[src/rtl/ddr_stat_pkg.sv]
`default_nettype none

package ddr_stat_pkg;

   // -------------------------------------------------------------------------
   // Status bus field types
   // -------------------------------------------------------------------------
   typedef logic [7:0]  stat_addr_t;
   typedef logic [31:0] stat_data_t;
   typedef logic [7:0]  stat_int_t;

   // -------------------------------------------------------------------------
   // Register map
   // -------------------------------------------------------------------------

   // Scratch words occupy 0x00 up to this address
   localparam stat_addr_t STAT_SCRATCH_LAST = 8'h0F;

   // Read-only channel number
   localparam stat_addr_t STAT_ADDR_CH_ID   = 8'h10;

   // Write ORs bits in, read returns the interrupt register
   localparam stat_addr_t STAT_ADDR_INT_SET = 8'h11;

   // Write clears bits, read returns zero
   localparam stat_addr_t STAT_ADDR_INT_CLR = 8'h12;

   // Returned for reads of unmapped addresses
   localparam stat_data_t STAT_BAD_RDATA    = 32'hDEAD_BEEF;

endpackage

`default_nettype wire

[src/rtl/ddr_stat_if.sv]
`timescale 1ns/1ps
`default_nettype none

// One channel of the DDR status bus
interface ddr_stat_if;
   import ddr_stat_pkg::*;

   // Request side, single-cycle pulse on wr or rd
   logic       wr;
   logic       rd;
   stat_addr_t addr;
   stat_data_t wdata;

   // Acknowledge side, ack is one cycle after the request
   logic       ack;
   stat_data_t rdata;
   stat_int_t  intr;

   // Requester end of the bus
   modport shell (
      output wr, rd, addr, wdata,
      input  ack, rdata, intr
   );

   // Status register target end
   modport ddr (
      input  wr, rd, addr, wdata,
      output ack, rdata, intr
   );

endinterface

`default_nettype wire

[src/rtl/cl_ddr_stat_top.sv]
`timescale 1ns/1ps
`default_nettype none

// DDR status bus side of the custom logic, one pipeline pair per channel
module cl_ddr_stat_top #(
   parameter int unsigned NUM_DDR_CH = 3,
   parameter int unsigned CFG_STAGES = 8,
   parameter int unsigned RST_STAGES = 4
)(
   input  logic                     clk_main_a0,
   input  logic                     pipe_rst_n,

   // Shell to DDR status requests
   input  logic [NUM_DDR_CH-1:0]    sh_ddr_stat_wr,
   input  logic [NUM_DDR_CH-1:0]    sh_ddr_stat_rd,
   input  ddr_stat_pkg::stat_addr_t sh_ddr_stat_addr  [NUM_DDR_CH],
   input  ddr_stat_pkg::stat_data_t sh_ddr_stat_wdata [NUM_DDR_CH],

   // DDR status acknowledges back to the shell
   output logic [NUM_DDR_CH-1:0]    ddr_sh_stat_ack,
   output ddr_stat_pkg::stat_data_t ddr_sh_stat_rdata [NUM_DDR_CH],
   output ddr_stat_pkg::stat_int_t  ddr_sh_stat_int   [NUM_DDR_CH]
);
   import ddr_stat_pkg::*;

   localparam int unsigned REQ_W = 1 + 1 + $bits(stat_addr_t) + $bits(stat_data_t);
   localparam int unsigned ACK_W = 1 + $bits(stat_int_t) + $bits(stat_data_t);

   genvar ch;

   generate
      for (ch = 0; ch < NUM_DDR_CH; ch++)
      begin : g_ch
         logic             slc_rst_n;
         logic [REQ_W-1:0] req_q;
         logic [ACK_W-1:0] ack_q;

         ddr_stat_if stat_bus ();

         // ---------------------------------------------------------------------
         // Reset slice for the target
         // ---------------------------------------------------------------------
         lib_pipe #(
            .WIDTH     (1),
            .STAGES    (RST_STAGES),
            .HAS_RESET (1'b0)
         ) u_rst_slc (
            .clk_main_a0 (clk_main_a0),
            .pipe_rst_n  (1'b1),
            .in_bus      (pipe_rst_n),
            .out_bus     (slc_rst_n)
         );

         // ---------------------------------------------------------------------
         // Request pipeline toward the target
         // ---------------------------------------------------------------------
         lib_pipe #(
            .WIDTH     (REQ_W),
            .STAGES    (CFG_STAGES),
            .HAS_RESET (1'b1)
         ) u_req_pipe (
            .clk_main_a0 (clk_main_a0),
            .pipe_rst_n  (pipe_rst_n),
            .in_bus      ({sh_ddr_stat_wr[ch], sh_ddr_stat_rd[ch],
                           sh_ddr_stat_addr[ch], sh_ddr_stat_wdata[ch]}),
            .out_bus     (req_q)
         );

         assign {stat_bus.wr, stat_bus.rd, stat_bus.addr, stat_bus.wdata} = req_q;

         // Stand-in for the controller status port
         ddr_stat_regs #(
            .CH_ID (ch)
         ) u_stat_regs (
            .clk_main_a0 (clk_main_a0),
            .pipe_rst_n  (slc_rst_n),
            .stat        (stat_bus.ddr)
         );

         // ---------------------------------------------------------------------
         // Acknowledge pipeline back to the shell
         // ---------------------------------------------------------------------
         lib_pipe #(
            .WIDTH     (ACK_W),
            .STAGES    (CFG_STAGES),
            .HAS_RESET (1'b1)
         ) u_ack_pipe (
            .clk_main_a0 (clk_main_a0),
            .pipe_rst_n  (pipe_rst_n),
            .in_bus      ({stat_bus.ack, stat_bus.intr, stat_bus.rdata}),
            .out_bus     (ack_q)
         );

         assign {ddr_sh_stat_ack[ch], ddr_sh_stat_int[ch], ddr_sh_stat_rdata[ch]} = ack_q;
      end
   endgenerate

endmodule

`default_nettype wire

[src/rtl/ddr_stat_regs.sv]
`timescale 1ns/1ps
`default_nettype none

// Status register target for one DDR channel
module ddr_stat_regs #(
   parameter int unsigned CH_ID = 0
)(
   input  logic   clk_main_a0,
   input  logic   pipe_rst_n,
   ddr_stat_if.ddr stat
);
   import ddr_stat_pkg::*;

   localparam int unsigned NUM_SCRATCH = STAT_SCRATCH_LAST + 1;
   localparam int unsigned SCRATCH_AW  = $clog2(NUM_SCRATCH);

   stat_data_t              scratch [NUM_SCRATCH];
   stat_int_t               int_q;
   stat_int_t               int_nxt;
   stat_int_t               set_bits;
   stat_int_t               clr_bits;
   logic                    ack_q;
   stat_data_t              rdata_q;
   stat_data_t              rdata_nxt;
   logic                    is_scratch;
   logic [SCRATCH_AW-1:0]   scratch_idx;

   // --------------------------------------------------------------------------
   // Address decode
   // --------------------------------------------------------------------------
   assign is_scratch  = (stat.addr <= STAT_SCRATCH_LAST);
   assign scratch_idx = stat.addr[SCRATCH_AW-1:0];

   always_comb
   begin
      rdata_nxt = '0;
      set_bits  = '0;
      clr_bits  = '0;

      // Read data is zero unless this cycle carries a read
      if (stat.rd)
      begin
         if (is_scratch)
            rdata_nxt = scratch[scratch_idx];
         else if (stat.addr == STAT_ADDR_CH_ID)
            rdata_nxt = stat_data_t'(CH_ID);
         else if (stat.addr == STAT_ADDR_INT_SET)
            rdata_nxt = stat_data_t'(int_q);
         else if (stat.addr == STAT_ADDR_INT_CLR)
            rdata_nxt = '0;
         else
            rdata_nxt = STAT_BAD_RDATA;
      end

      if (stat.wr && (stat.addr == STAT_ADDR_INT_SET))
         set_bits = stat.wdata[$bits(stat_int_t)-1:0];
      if (stat.wr && (stat.addr == STAT_ADDR_INT_CLR))
         clr_bits = stat.wdata[$bits(stat_int_t)-1:0];
   end

   // Clear wins over set when both land together
   assign int_nxt = (int_q | set_bits) & ~clr_bits;

   // --------------------------------------------------------------------------
   // Registers
   // --------------------------------------------------------------------------
   always_ff @(posedge clk_main_a0)
   begin
      if (!pipe_rst_n)
      begin
         for (int i = 0; i < NUM_SCRATCH; i++)
            scratch[i] <= '0;
         int_q <= '0;
         ack_q <= 1'b0;
      end
      else
      begin
         if (stat.wr && is_scratch)
            scratch[scratch_idx] <= stat.wdata;
         int_q <= int_nxt;
         // One ack per request, writes to unmapped space included
         ack_q <= stat.wr | stat.rd;
      end
   end

   // Read data follows the request every cycle
   always_ff @(posedge clk_main_a0)
   begin
      rdata_q <= rdata_nxt;
   end

   assign stat.ack   = ack_q;
   assign stat.rdata = rdata_q;
   assign stat.intr  = int_q;

   // --------------------------------------------------------------------------
   // Protocol checks
   // --------------------------------------------------------------------------
   a_wr_rd_excl: assert property (@(posedge clk_main_a0) disable iff (!pipe_rst_n)
      !(stat.wr && stat.rd))
      else $error("wr and rd high together");

   a_req_ack: assert property (@(posedge clk_main_a0) disable iff (!pipe_rst_n)
      (stat.wr || stat.rd) |=> stat.ack)
      else $error("request without ack on the next cycle");

   a_ack_req: assert property (@(posedge clk_main_a0) disable iff (!pipe_rst_n)
      stat.ack |-> $past(stat.wr || stat.rd))
      else $error("ack without a request on the cycle before");

endmodule

`default_nettype wire

[src/rtl/lib_pipe.sv]
`timescale 1ns/1ps
`default_nettype none

// Register chain used to close timing over long routes
module lib_pipe #(
   parameter int unsigned WIDTH     = 1,
   parameter int unsigned STAGES    = 1,
   parameter bit          HAS_RESET = 1'b0
)(
   input  logic             clk_main_a0,
   input  logic             pipe_rst_n,
   input  logic [WIDTH-1:0] in_bus,
   output logic [WIDTH-1:0] out_bus
);

   generate
      if (STAGES == 0)
      begin : g_bypass
         // No stages, straight wire
         assign out_bus = in_bus;
      end
      else
      begin : g_stages
         logic [WIDTH-1:0] pipe_q [STAGES];

         always_ff @(posedge clk_main_a0)
         begin
            if (HAS_RESET && !pipe_rst_n)
            begin
               for (int i = 0; i < STAGES; i++)
                  pipe_q[i] <= '0;
            end
            else
            begin
               pipe_q[0] <= in_bus;
               // Shift toward the output end
               for (int i = 1; i < STAGES; i++)
                  pipe_q[i] <= pipe_q[i-1];
            end
         end

         assign out_bus = pipe_q[STAGES-1];
      end
   endgenerate

endmodule

`default_nettype wire

[config.mk]
export PLATFORM = sky130hd
export DESIGN_NAME = cl_ddr_stat_top
export DESIGN_NICKNAME = d
export VERILOG_FILES = /design/src/rtl/ddr_stat_pkg.sv /design/src/rtl/ddr_stat_if.sv /design/src/rtl/cl_ddr_stat_top.sv /design/src/rtl/ddr_stat_regs.sv /design/src/rtl/lib_pipe.sv
export SDC_FILE = /design/constraint.sdc
export NUM_CORES = 2
export LEC_CHECK = 0
export BUFFER_PORTS_ARGS = -buffer_cell sky130_fd_sc_hd__buf_2
export CAP_MARGIN = 20
export CELL_PAD_IN_SITES_DETAIL_PLACEMENT = 0
export CELL_PAD_IN_SITES_GLOBAL_PLACEMENT = 1
export CORE_MARGIN = 3
export CORE_UTILIZATION = 45
export CTS_BUF_LIST = sky130_fd_sc_hd__clkbuf_8
export DETAILED_ROUTE_END_ITERATION = 7
export GPL_ROUTABILITY_DRIVEN = 1
export GPL_TIMING_DRIVEN = 0
export MAX_ROUTING_LAYER = met4
export PLACE_DENSITY_LB_ADDON = 0.1
export SYNTH_ARGS = -nofsm -noshare
export SYNTH_HDL_FRONTEND = slang
export SYNTH_HIERARCHICAL = 1
export SYNTH_SLANG_ARGS = --single-unit
[constraint.sdc]
create_clock -name clk_main_a0 -period 5.25 [get_ports clk_main_a0]
set_clock_uncertainty 0.1 [all_clocks]
set_input_delay 1.05 -clock clk_main_a0 [delete_from_list [all_inputs] [get_ports clk_main_a0]]
set_output_delay 1.05 -clock clk_main_a0 [all_outputs]
set_load 0.01 [all_outputs]
==> results by group <==
STA
  • Worst slew pin tran: 1.137 ns
  • Unrepaired setup endpoints after global routing: false
  • Fin Setup TNS: 0 ns
  • Final Critical Period: 3.706 ns
  • Setup ws final: 1.544 ns
  • Final setup vio count: 0
  • Number of failing hold endpoints at the final stage: 0
  • Max transition margin: 24.23%
  • Max Slew Vio Count: 0
  • Max Fclk: 269.8 MHz
  • Crit share post-route: 70.59%

Setup path
  • RR Endpoint: g_ch[2].u_stat_regs/scratch[0][13]$_SDFFCE_PN0P_
  • Worst setup SP type: flip-flop
  • Worst EP required: 5.93 ns
  • Crit. End Element: flip-flop
  • CP arrival: 4.39 ns
  • Worst-path fanout max: 22
  • Reg2reg start: g_ch[2].u_req_pipe/g_stages.pipe_q[0][331]$_SDFF_PN0_
  • Crit Path Class: flip-flop to flip-flop
  • R2r setup slk: 1.54 ns
  • Reg2Reg Depth: 6

Power and ir drop
  • Worst VDD drop: 0.0002217 V
  • Clk pwr share: 42.8%
  • Int Power: 42.94 mW
  • Sw Ratio: 21.60%
  • Switching power: 11.83 mW
  • Leakage: 60.11 nW
  • Combinational power share: 2.1%
  • Sequential share of power: 55.1%
  • Total power per unit cell area: 366.5 nW/um^2

Finish
  • Util after Layout: 52.31%
  • Area delta synth->final: 15.49%
  • Nets: 10.42k
  • Share of cells above drive strength 1: 19.90%
  • Fin cells: 14.52k

Global route
  • Largest net degree at the start of global routing: 33
  • Tot GR Track Use: 20.54%
  • Grt ovf: 0
  • First-pass GRT wire length: 443500 microns
  • Vias in the first global route: 71.94k
  • Initial antenna violation count: 13

Die
  • Core area: 285700 sq um
  • Chip width: 542.2 microns
  • Rows: 196
  • Height of the chip: 542.2 microns
  • Initial core utilization: 45.29%
  • Total die area: 294000 sq um
  • Num ports: 251

CTS
  • CTS tree: done
  • Clk sinks: 3663
  • # resized after CTS: 0
  • Clk slew on worst S/H paths: 0.06 ns
  • Clk Latency, worst-skew pair: 1.11 ns
  • Hold-fix buffers, CTS: 118
  • CTS max path bufs: 4
  • H-tree lvl count: 6
  • CTS root buf: clkbuf_8
  • Post-CTS Setup Inserts: 0
  • Total CTS buffers: 602

Flow run
  • Max cap viols: 0

Synth
  • Syn Nets: 9398
  • Syn_area_per_cell: 13.96 sq um
  • Mapped Area: 129400 sq um
  • Post-Syn Instances: 9270
  • Synthesis Warnings: 6

Hold path
  • WHS Endpoint: g_ch[0].u_req_pipe/g_stages.pipe_q[0][33]$_SDFF_PN0_
  • Hold Crit Class: primary input to flip-flop
  • Hold Crit Start: sh_ddr_stat_addr[17]
  • Hold path depth: 2

Placed design
  • Dpl cells: 13.33k
  • I/O Buffers: 250
  • Pre-CTS WS: 1.681 ns
  • Routability cong.: 0.8653
  • Dpl hpwl: 206000 microns

Routing
  • 1st-iter DRT viols: 4347
  • Via count: 69.11k
  • WL per Instance: 20.33 microns
  • Final wirelength: 295200 microns
  • Routed Antenna Nets: 0
  • Via density: 4.759
  • DRT Pass-1 Iters: 5
  • DRC Markers: 0

Run status
  • Status: completed
==> power groups by stage <==
stage	clock [mW]	sequential, mW	combinational (mW)
final	23.4	30.2	1.13
after CTS	24.3	30.2	1.16
after global placement	0	30.8	0.973
after detailed placement	0	30.8	1.09
after floorplan	0	30.8	0.590
after global routing	25.6	30.2	1.24
==> cell type report <==
| class | instances | area, sq um |
|---|---|---|
| clock inverters | 361 | 1912 |
| clock buffers | 703 | 9676 |
| plain buffers | 872 | 5027 |
| fillers | 24510 | 136300 |
| well taps | 3762 | 4707 |
| diodes | 9 | 22.52 |
| multi-input cells | 4723 | 35870 |
| inverters | 12 | 45.04 |
| flip-flops and latches | 3663 | 88710 |
| repair buffers | 416 | 3473 |
==> routing by layer <==
| layer | track usage, % | wire length (microns) | up-vias |
|---|---|---|---|
| met5 | - | 0 | - |
| met4 | 5.995 | 7415 | 0 |
| met3 | 3.752 | 17340 | 468 |
| met2 | 33.58 | 142300 | 1886 |
| met1 | 26.16 | 128200 | 33640 |
| li1 | - | - | 33120 |
==> worst max-delay path by stage <==
| stage | start | end | slack (ns) | depth (start not counted) |
|---|---|---|---|---|
| after floorplan | g_ch[0].u_req_pipe/g_stages.pipe_q[0][333]$_SDFF_PN0_ | g_ch[0].u_stat_regs/scratch[14][0]$_SDFFCE_PN0P_ | 1.25 | 4 |
| after global placement | g_ch[2].u_req_pipe/g_stages.pipe_q[0][331]$_SDFF_PN0_ | g_ch[2].u_stat_regs/scratch[8][19]$_SDFFCE_PN0P_ | -1.77 | 4 |
| after detailed placement | g_ch[2].u_req_pipe/g_stages.pipe_q[0][331]$_SDFF_PN0_ | g_ch[2].u_stat_regs/scratch[0][16]$_SDFFCE_PN0P_ | 1.68 | 6 |
| after CTS | g_ch[2].u_req_pipe/g_stages.pipe_q[0][331]$_SDFF_PN0_ | g_ch[2].u_stat_regs/scratch[0][13]$_SDFFCE_PN0P_ | 1.66 | 6 |
| after global routing | g_ch[2].u_req_pipe/g_stages.pipe_q[0][331]$_SDFF_PN0_ | g_ch[2].u_stat_regs/scratch[0][13]$_SDFFCE_PN0P_ | 1.50 | 6 |
| final | g_ch[2].u_req_pipe/g_stages.pipe_q[0][331]$_SDFF_PN0_ | g_ch[2].u_stat_regs/scratch[0][13]$_SDFFCE_PN0P_ | 1.54 | 6 |
==> flip-flops by register name, indices dropped and copies added, names as in the netlist <==
register,count
g_ch.u_ack_pipe/g_stages.pipe_q,984
g_ch.u_req_pipe/g_stages.pipe_q,1008
g_ch.u_rst_slc/g_stages.pipe_q,12
g_ch.u_stat_regs/scratch,1536
g_ch.u_stat_regs/stat.ack,3
g_ch.u_stat_regs/stat.intr,24
g_ch.u_stat_regs/stat.rdata,96
==> stage by stage <==
| step | power, mW | hold WS, ns | cell area (sq um) |
|---|---|---|---|
| finish | 54.77 | 0.1762 | 149400 |
| global route | 57.07 | 0.08616 | 149400 |
| CTS | 55.64 | 0.004485 | 149400 |
| detailed placement | 31.89 | 0.2121 | 136700 |
| global placement | 31.80 | 0.2098 | 135400 |
| floorplan | 31.36 | 0.2096 | 129400 |
==> layout by cell type (no fill, tap or decap), drive strengths merged, types with 4 or more instances in the layout <==
| master | count |
|---|---|
| a211oi | 24 |
| a21oi | 36 |
| a22oi | 169 |
| a31oi | 7 |
| and2 | 3532 |
| buf | 722 |
| clkbuf | 1151 |
| clkinv | 81 |
| clkinvlp | 9 |
| dfxtp | 2127 |
| diode | 9 |
| dlygate4sd3 | 118 |
| edfxtp | 1536 |
| inv | 280 |
| mux2 | 15 |
| mux2i | 293 |
| mux4 | 268 |
| nand2 | 42 |
| nand2b | 41 |
| nand3 | 120 |
| nor2 | 23 |
| nor2b | 7 |
| nor3 | 37 |
| nor4 | 13 |
| nor4b | 4 |
| o2111ai | 12 |
| o21ai | 27 |
| o22ai | 21 |
| or3b | 6 |
==> worst max-delay path, cell delays in order (launching register included) <==
cell	delay, ns
dfxtp_1	0.29
buf_4	0.12
nor3_1	0.64
nand3_1	0.64
nor3_2	0.76
nand2b_2	0.56
buf_12	0.27
No activity file was read; power rests on OpenSTA's default activity.
